--- src/rv_isa_pkg.sv ---
package rv_isa_pkg;

    typedef enum logic [6:0] {
        OP     = 7'b0110011,
        OP_IMM = 7'b0010011,
        LOAD   = 7'b0000011,
        STORE  = 7'b0100011,
        BRANCH = 7'b1100011,
        JAL    = 7'b1101111
    } opcode_e;

    // funct3 values shared by OP and OP_IMM
    localparam logic [2:0] F3_ADD = 3'b000;
    localparam logic [2:0] F3_SLT = 3'b010;
    localparam logic [2:0] F3_XOR = 3'b100;
    localparam logic [2:0] F3_OR  = 3'b110;
    localparam logic [2:0] F3_AND = 3'b111;
    localparam logic [2:0] F3_BNE = 3'b001;
    localparam logic [6:0] F7_SUB = 7'b0100000;

    typedef enum logic [2:0] {
        ADD,
        SUB,
        AND,
        OR,
        XOR,
        SLT
    } alu_op_e;

    typedef struct packed {
        logic [6:0] funct7;
        logic [4:0] rs2;
        logic [4:0] rs1;
        logic [2:0] funct3;
        logic [4:0] rd;
        opcode_e    opcode;
    } r_fmt_t;

    typedef struct packed {
        logic [11:0] imm;
        logic [4:0]  rs1;
        logic [2:0]  funct3;
        logic [4:0]  rd;
        opcode_e     opcode;
    } i_fmt_t;

    typedef struct packed {
        logic [6:0] imm_hi;
        logic [4:0] rs2;
        logic [4:0] rs1;
        logic [2:0] funct3;
        logic [4:0] imm_lo;
        opcode_e    opcode;
    } s_fmt_t;

    typedef struct packed {
        logic       imm_12;
        logic [5:0] imm_10_5;
        logic [4:0] rs2;
        logic [4:0] rs1;
        logic [2:0] funct3;
        logic [3:0] imm_4_1;
        logic       imm_11;
        opcode_e    opcode;
    } b_fmt_t;

    typedef struct packed {
        logic       imm_20;
        logic [9:0] imm_10_1;
        logic       imm_11;
        logic [7:0] imm_19_12;
        logic [4:0] rd;
        opcode_e    opcode;
    } j_fmt_t;

    // One instruction word, five views
    typedef union packed {
        r_fmt_t r_fmt;
        i_fmt_t i_fmt;
        s_fmt_t s_fmt;
        b_fmt_t b_fmt;
        j_fmt_t j_fmt;
    } instr_u;

    // ADDI x0, x0, 0
    localparam logic [31:0] NOP_INSTR = 32'h0000_0013;
    localparam logic [31:0] RESET_PC  = 32'h0000_0000;

endpackage

--- src/rv_pipe_pkg.sv ---
package rv_pipe_pkg;

    typedef enum logic [1:0] {
        REGFILE,
        FROM_MEM,
        FROM_WB
    } fwd_sel_e;

    typedef struct packed {
        logic [31:0] pc;
        logic [31:0] instr;
    } if_id_t;

    typedef struct packed {
        logic [31:0]         pc;
        logic [4:0]          rs1;
        logic [4:0]          rs2;
        logic [4:0]          rd;
        logic [31:0]         rs1_val;
        logic [31:0]         rs2_val;
        logic [31:0]         imm;
        rv_isa_pkg::alu_op_e alu_op;
        logic                use_imm;
        logic                is_load;
        logic                is_store;
        logic                is_branch;
        logic                branch_ne;
        logic                is_jal;
        logic                reg_we;
        logic                valid;
    } id_ex_t;

    // result carries the ALU value, the load/store address or the link address
    typedef struct packed {
        logic [4:0]  rd;
        logic [31:0] result;
        logic [31:0] store_data;
        logic        is_load;
        logic        is_store;
        logic        reg_we;
        logic        valid;
    } ex_mem_t;

    typedef struct packed {
        logic [4:0]  rd;
        logic [31:0] wb_value;
        logic        reg_we;
    } mem_wb_t;

endpackage

--- src/rv_regfile.sv ---
module rv_regfile (
    input  logic        i_clk,
    input  logic        i_rst_n,
    input  logic        i_we,
    input  logic [4:0]  i_waddr,
    input  logic [31:0] i_wdata,
    input  logic [4:0]  i_raddr1,
    input  logic [4:0]  i_raddr2,
    output logic [31:0] o_rdata1,
    output logic [31:0] o_rdata2
);

    logic [31:0] regs [1:31];

    always_ff @(posedge i_clk or negedge i_rst_n) begin
        if (!i_rst_n) begin
            for (int i = 1; i < 32; i++) begin
                regs[i] <= '0;
            end
        end else if (i_we && i_waddr != 5'd0) begin
            regs[i_waddr] <= i_wdata;
        end
    end

    // Write-through so decode sees the value being written back
    function automatic logic [31:0] read_port(input logic [4:0] addr);
        if (addr == 5'd0) begin
            return '0;
        end
        return (i_we && i_waddr == addr) ? i_wdata : regs[addr];
    endfunction

    always_comb begin
        o_rdata1 = read_port(i_raddr1);
        o_rdata2 = read_port(i_raddr2);
    end

endmodule

--- src/rv_fetch.sv ---
module rv_fetch (
    input  logic                i_clk,
    input  logic                i_rst_n,
    input  logic                i_freeze,
    input  logic                i_stall,
    input  logic                i_flush,
    input  logic                i_taken,
    input  logic [31:0]         i_target,
    input  logic [31:0]         i_instr,
    output logic [31:0]         o_pc,
    output rv_pipe_pkg::if_id_t o_if_id
);
    import rv_isa_pkg::*;

    logic [31:0] pc_next;

    assign pc_next = i_taken ? i_target : (i_stall ? o_pc : o_pc + 32'd4);

    always_ff @(posedge i_clk or negedge i_rst_n) begin
        if (!i_rst_n) begin
            o_pc <= RESET_PC;
        end else if (!i_freeze) begin
            o_pc <= pc_next;
        end
    end

    always_ff @(posedge i_clk or negedge i_rst_n) begin
        if (!i_rst_n) begin
            o_if_id.pc    <= RESET_PC;
            o_if_id.instr <= NOP_INSTR;
        end else if (!i_freeze) begin
            if (i_flush) begin
                // Word fetched behind a taken branch is dropped
                o_if_id.instr <= NOP_INSTR;
            end else if (!i_stall) begin
                o_if_id.pc    <= o_pc;
                o_if_id.instr <= i_instr;
            end
        end
    end

    // Jump targets from execute must keep the PC on a word boundary
    assert property (@(posedge i_clk) disable iff (!i_rst_n) o_pc[1:0] == 2'b00)
        else $error("PC not word aligned: %h", o_pc);

endmodule

--- src/rv_decode.sv ---
module rv_decode (
    input  logic                 i_clk,
    input  logic                 i_rst_n,
    input  logic                 i_freeze,
    input  logic                 i_stall,
    input  logic                 i_flush,
    input  rv_pipe_pkg::if_id_t  i_if_id,
    input  rv_pipe_pkg::mem_wb_t i_mem_wb,
    output logic [4:0]           o_rs1,
    output logic [4:0]           o_rs2,
    output rv_pipe_pkg::id_ex_t  o_id_ex
);
    import rv_isa_pkg::*;
    import rv_pipe_pkg::*;

    instr_u      ir;
    opcode_e     opcode;
    logic [2:0]  funct3;
    logic        uses_rs2;
    logic [31:0] rdata1;
    logic [31:0] rdata2;
    logic [31:0] imm_i;
    id_ex_t      id_next;

    assign ir     = i_if_id.instr;
    assign opcode = ir.r_fmt.opcode;
    assign funct3 = ir.r_fmt.funct3;

    // Unused source fields read as x0 so they never cause a stall
    assign uses_rs2 = (opcode == OP) || (opcode == STORE) || (opcode == BRANCH);
    assign o_rs1    = (opcode != JAL) ? ir.r_fmt.rs1 : 5'd0;
    assign o_rs2    = uses_rs2 ? ir.r_fmt.rs2 : 5'd0;
    assign imm_i    = {{20{ir.i_fmt.imm[11]}}, ir.i_fmt.imm};

    rv_regfile regfile_i (
        .i_clk    (i_clk),
        .i_rst_n  (i_rst_n),
        .i_we     (i_mem_wb.reg_we),
        .i_waddr  (i_mem_wb.rd),
        .i_wdata  (i_mem_wb.wb_value),
        .i_raddr1 (o_rs1),
        .i_raddr2 (o_rs2),
        .o_rdata1 (rdata1),
        .o_rdata2 (rdata2)
    );

    function automatic alu_op_e alu_decode(input logic [2:0] f3, input logic sub);
        case (f3)
            F3_ADD:  return sub ? SUB : ADD;
            F3_SLT:  return SLT;
            F3_XOR:  return XOR;
            F3_OR:   return OR;
            F3_AND:  return AND;
            default: return ADD;
        endcase
    endfunction

    always_comb begin
        id_next         = '0;
        id_next.pc      = i_if_id.pc;
        id_next.rs1     = o_rs1;
        id_next.rs2     = o_rs2;
        id_next.rd      = ir.r_fmt.rd;
        id_next.rs1_val = rdata1;
        id_next.rs2_val = rdata2;
        id_next.alu_op  = ADD;
        id_next.valid   = 1'b1;
        case (opcode)
            OP: begin
                id_next.alu_op = alu_decode(funct3, ir.r_fmt.funct7 == F7_SUB);
                id_next.reg_we = 1'b1;
            end
            OP_IMM: begin
                id_next.alu_op  = alu_decode(funct3, 1'b0);
                id_next.imm     = imm_i;
                id_next.use_imm = 1'b1;
                id_next.reg_we  = 1'b1;
            end
            LOAD: begin
                id_next.imm     = imm_i;
                id_next.use_imm = 1'b1;
                id_next.is_load = 1'b1;
                id_next.reg_we  = 1'b1;
            end
            STORE: begin
                id_next.imm      = {{20{ir.s_fmt.imm_hi[6]}}, ir.s_fmt.imm_hi, ir.s_fmt.imm_lo};
                id_next.use_imm  = 1'b1;
                id_next.is_store = 1'b1;
            end
            BRANCH: begin
                id_next.imm       = {{19{ir.b_fmt.imm_12}}, ir.b_fmt.imm_12, ir.b_fmt.imm_11,
                                     ir.b_fmt.imm_10_5, ir.b_fmt.imm_4_1, 1'b0};
                id_next.is_branch = 1'b1;
                id_next.branch_ne = (funct3 == F3_BNE);
            end
            JAL: begin
                id_next.imm    = {{11{ir.j_fmt.imm_20}}, ir.j_fmt.imm_20, ir.j_fmt.imm_19_12,
                                  ir.j_fmt.imm_11, ir.j_fmt.imm_10_1, 1'b0};
                id_next.is_jal = 1'b1;
                id_next.reg_we = 1'b1;
            end
            default: ;
        endcase
    end

    always_ff @(posedge i_clk or negedge i_rst_n) begin
        if (!i_rst_n) begin
            o_id_ex <= '0;
        end else if (!i_freeze) begin
            if (i_stall || i_flush) begin
                o_id_ex <= '0;
            end else begin
                o_id_ex <= id_next;
            end
        end
    end

endmodule

--- src/rv_execute.sv ---
module rv_execute (
    input  logic                  i_clk,
    input  logic                  i_rst_n,
    input  logic                  i_freeze,
    input  rv_pipe_pkg::id_ex_t   i_id_ex,
    input  rv_pipe_pkg::fwd_sel_e i_fwd_a,
    input  rv_pipe_pkg::fwd_sel_e i_fwd_b,
    input  logic [31:0]           i_mem_value,
    input  rv_pipe_pkg::mem_wb_t  i_mem_wb,
    output logic                  o_taken,
    output logic [31:0]           o_target,
    output rv_pipe_pkg::ex_mem_t  o_ex_mem
);
    import rv_isa_pkg::*;
    import rv_pipe_pkg::*;

    logic [31:0] op_a;
    logic [31:0] op_b;
    logic [31:0] alu_b;
    logic [31:0] alu_y;
    logic [31:0] pc_plus4;

    // i_mem_value already holds loaded data for a load in MEM
    function automatic logic [31:0] operand(input fwd_sel_e sel, input logic [31:0] reg_val);
        case (sel)
            FROM_MEM: return i_mem_value;
            FROM_WB:  return i_mem_wb.wb_value;
            default:  return reg_val;
        endcase
    endfunction

    always_comb begin
        op_a = operand(i_fwd_a, i_id_ex.rs1_val);
        op_b = operand(i_fwd_b, i_id_ex.rs2_val);
    end

    assign alu_b = i_id_ex.use_imm ? i_id_ex.imm : op_b;

    always_comb begin
        case (i_id_ex.alu_op)
            SUB:     alu_y = op_a - alu_b;
            AND:     alu_y = op_a & alu_b;
            OR:      alu_y = op_a | alu_b;
            XOR:     alu_y = op_a ^ alu_b;
            SLT:     alu_y = {31'd0, $signed(op_a) < $signed(alu_b)};
            default: alu_y = op_a + alu_b;
        endcase
    end

    assign pc_plus4 = i_id_ex.pc + 32'd4;
    assign o_target = i_id_ex.pc + i_id_ex.imm;

    // BNE inverts the equality test
    assign o_taken = i_id_ex.valid && (i_id_ex.is_jal ||
                     (i_id_ex.is_branch && ((op_a == op_b) != i_id_ex.branch_ne)));

    always_ff @(posedge i_clk or negedge i_rst_n) begin
        if (!i_rst_n) begin
            o_ex_mem <= '0;
        end else if (!i_freeze) begin
            o_ex_mem.rd         <= i_id_ex.rd;
            o_ex_mem.result     <= i_id_ex.is_jal ? pc_plus4 : alu_y;
            o_ex_mem.store_data <= op_b;
            o_ex_mem.is_load    <= i_id_ex.is_load;
            o_ex_mem.is_store   <= i_id_ex.is_store;
            o_ex_mem.reg_we     <= i_id_ex.reg_we;
            o_ex_mem.valid      <= i_id_ex.valid;
        end
    end

endmodule

--- src/rv_mem_wb.sv ---
module rv_mem_wb (
    input  logic                 i_clk,
    input  logic                 i_rst_n,
    input  logic                 i_freeze,
    input  rv_pipe_pkg::ex_mem_t i_ex_mem,
    input  logic [31:0]          i_ddt,
    input  logic                 i_ackd_n,
    output logic [31:0]          o_dad,
    output logic [31:0]          o_ddt,
    output logic                 o_mreq,
    output logic                 o_write,
    output logic [31:0]          o_mem_value,
    output rv_pipe_pkg::mem_wb_t o_mem_wb
);

    logic        acc_done;
    logic        acc_fire;
    logic [31:0] load_hold;

    // A finished access stays quiet while fetch still holds the pipeline
    assign o_mreq   = i_ex_mem.valid && (i_ex_mem.is_load || i_ex_mem.is_store) && !acc_done;
    assign o_write  = i_ex_mem.valid && i_ex_mem.is_store && !acc_done;
    assign o_dad    = i_ex_mem.result;
    assign o_ddt    = i_ex_mem.store_data;
    assign acc_fire = o_mreq && !i_ackd_n;

    assign o_mem_value = !i_ex_mem.is_load ? i_ex_mem.result :
                         (acc_done ? load_hold : i_ddt);

    always_ff @(posedge i_clk or negedge i_rst_n) begin
        if (!i_rst_n) begin
            acc_done <= 1'b0;
        end else if (!i_freeze) begin
            acc_done <= 1'b0;
        end else if (acc_fire) begin
            acc_done <= 1'b1;
        end
    end

    always_ff @(posedge i_clk) begin
        if (acc_fire) begin
            load_hold <= i_ddt;
        end
    end

    always_ff @(posedge i_clk or negedge i_rst_n) begin
        if (!i_rst_n) begin
            o_mem_wb <= '0;
        end else if (!i_freeze) begin
            o_mem_wb.rd       <= i_ex_mem.rd;
            o_mem_wb.wb_value <= o_mem_value;
            o_mem_wb.reg_we   <= i_ex_mem.valid && i_ex_mem.reg_we;
        end
    end

    assert property (@(posedge i_clk) disable iff (!i_rst_n) o_write |-> o_mreq)
        else $error("Write strobe without memory request");

    // Request must hold still until the data memory acknowledges
    assert property (@(posedge i_clk) disable iff (!i_rst_n)
        o_mreq && i_ackd_n |=> o_mreq && $stable(o_dad) && $stable(o_ddt))
        else $error("Data request changed before acknowledge");

endmodule

--- src/rv_hazard.sv ---
module rv_hazard (
    input  logic [4:0]            i_id_rs1,
    input  logic [4:0]            i_id_rs2,
    input  rv_pipe_pkg::id_ex_t   i_id_ex,
    input  rv_pipe_pkg::ex_mem_t  i_ex_mem,
    input  rv_pipe_pkg::mem_wb_t  i_mem_wb,
    input  logic                  i_taken,
    input  logic                  i_acki_n,
    input  logic                  i_ackd_n,
    input  logic                  i_mreq,
    output rv_pipe_pkg::fwd_sel_e o_fwd_a,
    output rv_pipe_pkg::fwd_sel_e o_fwd_b,
    output logic                  o_stall,
    output logic                  o_flush,
    output logic                  o_freeze
);
    import rv_pipe_pkg::*;

    // Younger EX/MEM result wins over MEM/WB
    function automatic fwd_sel_e fwd_select(input logic [4:0] rs);
        if (rs == 5'd0) begin
            return REGFILE;
        end
        if (i_ex_mem.valid && i_ex_mem.reg_we && i_ex_mem.rd == rs) begin
            return FROM_MEM;
        end
        if (i_mem_wb.reg_we && i_mem_wb.rd == rs) begin
            return FROM_WB;
        end
        return REGFILE;
    endfunction

    always_comb begin
        o_fwd_a = fwd_select(i_id_ex.rs1);
        o_fwd_b = fwd_select(i_id_ex.rs2);
    end

    // Load in EX feeding the instruction in decode
    assign o_stall = i_id_ex.valid && i_id_ex.is_load && i_id_ex.rd != 5'd0 &&
                     (i_id_ex.rd == i_id_rs1 || i_id_ex.rd == i_id_rs2);

    assign o_flush  = i_taken;
    assign o_freeze = i_acki_n || (i_mreq && i_ackd_n);

    // EX holds either a load or a jump, never both
    always_comb begin
        assert (!(o_stall && o_flush) || o_freeze)
            else $error("Stall and flush raised together");
    end

endmodule

--- src/rv_core.sv ---
module rv_core (
    input  logic        clk,
    input  logic        i_rst_n,
    output logic [31:0] o_iad,
    input  logic [31:0] i_idt,
    input  logic        i_acki_n,
    output logic [31:0] o_dad,
    output logic [31:0] o_ddt,
    input  logic [31:0] i_ddt,
    output logic        o_mreq,
    output logic        o_write,
    input  logic        i_ackd_n
);
    import rv_pipe_pkg::*;

    if_id_t      if_id;
    id_ex_t      id_ex;
    ex_mem_t     ex_mem;
    mem_wb_t     mem_wb;
    fwd_sel_e    fwd_a;
    fwd_sel_e    fwd_b;
    logic [4:0]  id_rs1;
    logic [4:0]  id_rs2;
    logic        stall;
    logic        flush;
    logic        freeze;
    logic        taken;
    logic [31:0] target;
    logic [31:0] mem_value;

    rv_fetch fetch_i (
        .i_clk    (clk),
        .i_rst_n  (i_rst_n),
        .i_freeze (freeze),
        .i_stall  (stall),
        .i_flush  (flush),
        .i_taken  (taken),
        .i_target (target),
        .i_instr  (i_idt),
        .o_pc     (o_iad),
        .o_if_id  (if_id)
    );

    rv_decode decode_i (
        .i_clk    (clk),
        .i_rst_n  (i_rst_n),
        .i_freeze (freeze),
        .i_stall  (stall),
        .i_flush  (flush),
        .i_if_id  (if_id),
        .i_mem_wb (mem_wb),
        .o_rs1    (id_rs1),
        .o_rs2    (id_rs2),
        .o_id_ex  (id_ex)
    );

    rv_execute execute_i (
        .i_clk       (clk),
        .i_rst_n     (i_rst_n),
        .i_freeze    (freeze),
        .i_id_ex     (id_ex),
        .i_fwd_a     (fwd_a),
        .i_fwd_b     (fwd_b),
        .i_mem_value (mem_value),
        .i_mem_wb    (mem_wb),
        .o_taken     (taken),
        .o_target    (target),
        .o_ex_mem    (ex_mem)
    );

    rv_mem_wb mem_wb_i (
        .i_clk       (clk),
        .i_rst_n     (i_rst_n),
        .i_freeze    (freeze),
        .i_ex_mem    (ex_mem),
        .i_ddt       (i_ddt),
        .i_ackd_n    (i_ackd_n),
        .o_dad       (o_dad),
        .o_ddt       (o_ddt),
        .o_mreq      (o_mreq),
        .o_write     (o_write),
        .o_mem_value (mem_value),
        .o_mem_wb    (mem_wb)
    );

    rv_hazard hazard_i (
        .i_id_rs1 (id_rs1),
        .i_id_rs2 (id_rs2),
        .i_id_ex  (id_ex),
        .i_ex_mem (ex_mem),
        .i_mem_wb (mem_wb),
        .i_taken  (taken),
        .i_acki_n (i_acki_n),
        .i_ackd_n (i_ackd_n),
        .i_mreq   (o_mreq),
        .o_fwd_a  (fwd_a),
        .o_fwd_b  (fwd_b),
        .o_stall  (stall),
        .o_flush  (flush),
        .o_freeze (freeze)
    );

endmodule

--- config.mk ---
export PLATFORM = sky130hd
export DESIGN_NAME = rv_core
export DESIGN_NICKNAME = d
export VERILOG_FILES = /design/src/rv_isa_pkg.sv /design/src/rv_pipe_pkg.sv /design/src/rv_regfile.sv /design/src/rv_fetch.sv /design/src/rv_decode.sv /design/src/rv_execute.sv /design/src/rv_mem_wb.sv /design/src/rv_hazard.sv /design/src/rv_core.sv
export SDC_FILE = /design/constraint.sdc
export NUM_CORES = 2
export LEC_CHECK = 0
export ABC_AREA = 0
export BUFFER_PORTS_ARGS = -buffer_cell sky130_fd_sc_hd__buf_2
export CAP_MARGIN = 30
export CORE_UTILIZATION = 64
export CTS_BUF_LIST = sky130_fd_sc_hd__clkbuf_16
export CTS_CLUSTER_SIZE = 30
export DETAILED_ROUTE_END_ITERATION = 6
export PLACE_DENSITY = 0.83
export SLEW_MARGIN = 5
export SYNTH_ARGS = -nofsm -noshare
export SYNTH_HDL_FRONTEND = slang
export SYNTH_HIERARCHICAL = 1
export SYNTH_SLANG_ARGS = --single-unit
--- constraint.sdc ---
create_clock -name clk -period 5.7 [get_ports clk]
set_input_delay 0.285 -clock clk [delete_from_list [all_inputs] [get_ports clk]]
set_output_delay 0.285 -clock clk [all_outputs]
set_load 0.02 [all_outputs]
==> results_dict.tcl <==
set metrics [dict create \
    status "finished with violations" \
    violations "design-rule violations" \
    postSynthAreaPerCell_um2 12.3 \
    rows 129 \
    cts_buffers 147 \
    drive_gt1_share_pct 35.2 \
    grt_antenna_before_repair 8 \
    synthTopCellsByCount "dfrtp_1, mux2_2, mux4_2, nand2_1, clkbuf_1" \
    cp.required_ns 6.37 \
    p_clk_share_pct 34.6 \
    vias 60764 \
    synth_area_um2 79700 \
    ys.flop_type "dfrtp_1" \
    synth_compound_area_share_pct 12.0 \
    pwr-share-comb_pct 21.7 \
    fin_ws_ns 0.101 \
    drc_errors 3 \
    yosysMostFrequentCell "dfrtp_1" \
    fin_tns_setup_ns 0 \
    synth_area_leader_cell "dfrtp_1" \
    cpPeakStageDelay_ns 0.63 \
    grt_use_total_pct 42.7 \
    muxShareOfSynthArea_pct 30.3 \
    fmax_mhz 179 \
    clockBufferDepth 3 \
    drtPass1Iterations 7 \
    clk_latency_ns 0.80 \
    synth-simple-area-share_pct 6.08 \
    tritoncts "done" \
    synth_top_family_by_area "multiplexers" \
    synth_cell_type_count 124 \
    regToRegSetupSlack_ns 0.10 \
    period_share_pct 98.2 \
    crit_slowest_cell "o311ai_1" \
    gr-total-overflow 0 \
    startpoint_type "flip-flop" \
    area_delta_synth_final_pct 9.88 \
    nNetsFinal 6714 \
    synth-seq-cells 1375 \
    ys_seq_area_share_pct 43.4 \
    clock_sinks 1375 \
    synth_xor_area_share_pct 1.55 \
    p_sw_share_pct 32.0 \
    min-delay-start "i_acki_n" \
    path_max_fanout 32 \
    synth_cells 6498 \
    postRouteAntennaNets 0 \
    drtIter0Drc 8295 \
    cts-root-buf "clkbuf_16" \
    cts.htree.levels 4 \
    hold_violations 0 \
    synthTopCellsByArea "dfrtp_1, mux2_2, mux4_2, ha_1, mux2i_1" \
    synth_top_area_share_pct 42.1 \
    grt_pass1_wl_um 400000 \
    whs_path_depth 4 \
    synth_nets 6702 \
    start_util_pct 64.5 \
    intPower_mw 17.8 \
    r2r-end "execute_i/o_ex_mem[66]" \
    power_density_nw_per_um2 299 \
    p_leak_nw 39.5 \
    slew_violations 0 \
    die_height_um 355 \
    core-area_um2 124000 \
    io_pins 166 \
    wl_um 268000 \
    drv_cap 0 \
    dp_slack_ns 0.0991 \
    maxSlewHeadroom_pct 25.7 \
    gp_congestion 1.05 \
    worstSetupStartpoint "decode_i/o_id_ex[120]" \
    dieArea_um2 126000 \
    reg2regPathDepth 20 \
    endpoint_kind "flip-flop" \
    post-cts-setup-buffer-count 0 \
    io_buffers 165 \
    worstMarginPinSlew_ns 1.11 \
    r2r-start "decode_i/o_id_ex[120]" \
    final.min_clock_period_ns 5.60 \
    path_cells "xnor2_1, nand4_1, nor4_2, inv_1, ha_4, a22oi_1, nor2_1, a21oi_1, inv_1, ha_1, a21oi_1, o21bai_1, a21oi_1, a21oi_4, a21o_4, o311ai_1, a21oi_1, or3_1, nand3_1, a21oi_1" \
    pwr-share-seq_pct 43.7 \
    hp-class "input pin to flip-flop" \
    fin_skew_ns 0.0272 \
    setup.worst_path.class "flip-flop to flip-flop" \
    p_sw_mw 8.37 \
    setup_viol 0 \
    dp_hpwl_um 177000 \
    wl_per_cell_um 32.4 \
    grt_pass1_vias 61352 \
    die_w_um 355 \
    crit_top_cell "a21oi_1" \
    min_to "execute_i/o_ex_mem[15]" \
    path_clk_slew_ns 0.07 \
    async_reset_ff_share_pct 97.7 \
    synth-edff-count 32 \
    via_per_inst 7.35 \
    crit_arrival_ns 6.27 \
    yosys_warnings 6 \
    synthAdderAreaFrac_pct 2.16 \
    grt_max_degree 196 \
    ir_drop_mv 0.341 \
]
## state kept, by name, summed over array words and instances (netlist names)
register and flops:
fetch_i/o_if_id 64, decode_i/regfile_i/regs 992, mem_wb_i/load_hold 32, execute_i/o_ex_mem 73, fetch_i/o_pc 32, mem_wb_i/o_mem_wb 38, decode_i/o_id_ex 143, mem_wb_i/acc_done 1
## worst max-delay path: cells and delay by family (launching register included)
family	cells	cell delay [ns]
compound gates	10	2.62
xor+xnor	1	0.22
fa+ha+maj	2	0.74
buf+inv	2	0.30
flops	1	0.46
simple gates	5	1.11
## per-layer routing
layer | up-vias | track usage, % | share of wire (%)
li1 | 24557 | - | -
met1 | 30828 | 53.9 | 36
met2 | 4206 | 63.8 | 45
met3 | 1165 | 12.4 | 11
met4 | 8 | 29.4 | 8.1
met5 | - | 0 | 0.027
## layout make-up
class	count	area, µm²
Tap cell	1637	2050
Fill cell	8212	36100
Clock inverter	115	688
Inverter	128	480
Clock buffer	151	3780
Multi-Input combinational cell	4345	41800
Timing Repair Buffer	513	4170
Antenna cell	1	2.50
Sequential cell	1375	34600
## worst max path at each step
stage	depth (start not counted)	to	slack, ns
after floorplan	20	execute_i/o_ex_mem[55]	0.92
after global placement	20	fetch_i/o_pc[29]	0.14
after detailed placement	20	fetch_i/o_pc[29]	0.1
after CTS	20	fetch_i/o_pc[29]	0.03
after global routing	22	execute_i/o_ex_mem[66]	-0.08
final	20	execute_i/o_ex_mem[66]	0.10
## logic make-up (layout without fill, tap and decap cells)
group                    after synthesis  after routing
multiplexers                        1707           1707
flip-flops                          1375           1375
AO/OA/AOI/OAI                       1335           1335
AND/OR/NAND/NOR                     1026           1026
buffers and inverters                778            907
XOR/XNOR                             141            141
adder cells (fa/ha/maj)              136            136
other                                  0              1
## power by group through the flow
stage	clock network, mW	registers [mW]	logic (mW)
after floorplan	0	11.3	3.57
after global placement	0	11.5	5.26
after detailed placement	0	11.5	5.43
after CTS	9.10	11.4	5.51
after global routing	9.50	11.5	5.94
final	9.06	11.4	5.68
## through the flow
stage	utilization (%)	instance area, µm²	cells	hold slack (ns)	total power [mW]
after floorplan	-	79700	6498	-0.0106	14.9
after global placement	66.4	82200	7922	0.395	16.8
after detailed placement	66.6	82400	7932	0.405	17.0
after CTS	70.8	87500	8264	0.0635	26.0
after global routing	70.8	87600	8264	0.105	26.9
final	70.8	87600	8265	0.101	26.2
## cells in the final DEF, fill, tap and decap left out, types with 26 or more instances in the layout
| master | n |
|---|---|
| mux2i_1 | 145 |
| buf_4 | 239 |
| a221oi_1 | 44 |
| a21oi_1 | 273 |
| dlygate4sd3_1 | 66 |
| o221ai_1 | 26 |
| a22oi_1 | 123 |
| mux2_2 | 1085 |
| a221o_1 | 31 |
| clkinv_1 | 33 |
| a22o_1 | 158 |
| and3_1 | 27 |
| a31oi_1 | 35 |
| a211oi_1 | 34 |
| o2bb2ai_1 | 34 |
| buf_12 | 37 |
| o211ai_1 | 66 |
| clkbuf_16 | 151 |
| ha_1 | 126 |
| nand2_1 | 322 |
| buf_2 | 164 |
| o221a_1 | 34 |
| edfxtp_1 | 32 |
| a21o_1 | 34 |
| xnor2_1 | 112 |
| o21ai_1 | 40 |
| mux4_2 | 453 |
| inv_1 | 164 |
| nand3_1 | 76 |
| nor2b_1 | 36 |
| o21ai_0 | 198 |
| nand4_1 | 31 |
| nor2_1 | 282 |
| xor2_1 | 29 |
| dfrtp_1 | 1336 |
| nor3_1 | 45 |
## timing repair
item | 4_1_cts | 5_1_grt
hold endpoints to repair | 204 | 0
hold buffers | 66 | 0
endpoints found under the setup margin | 0 | 249
gates resized for setup | 0 | 19
Note: power is estimated with default switching activity, not from simulation.
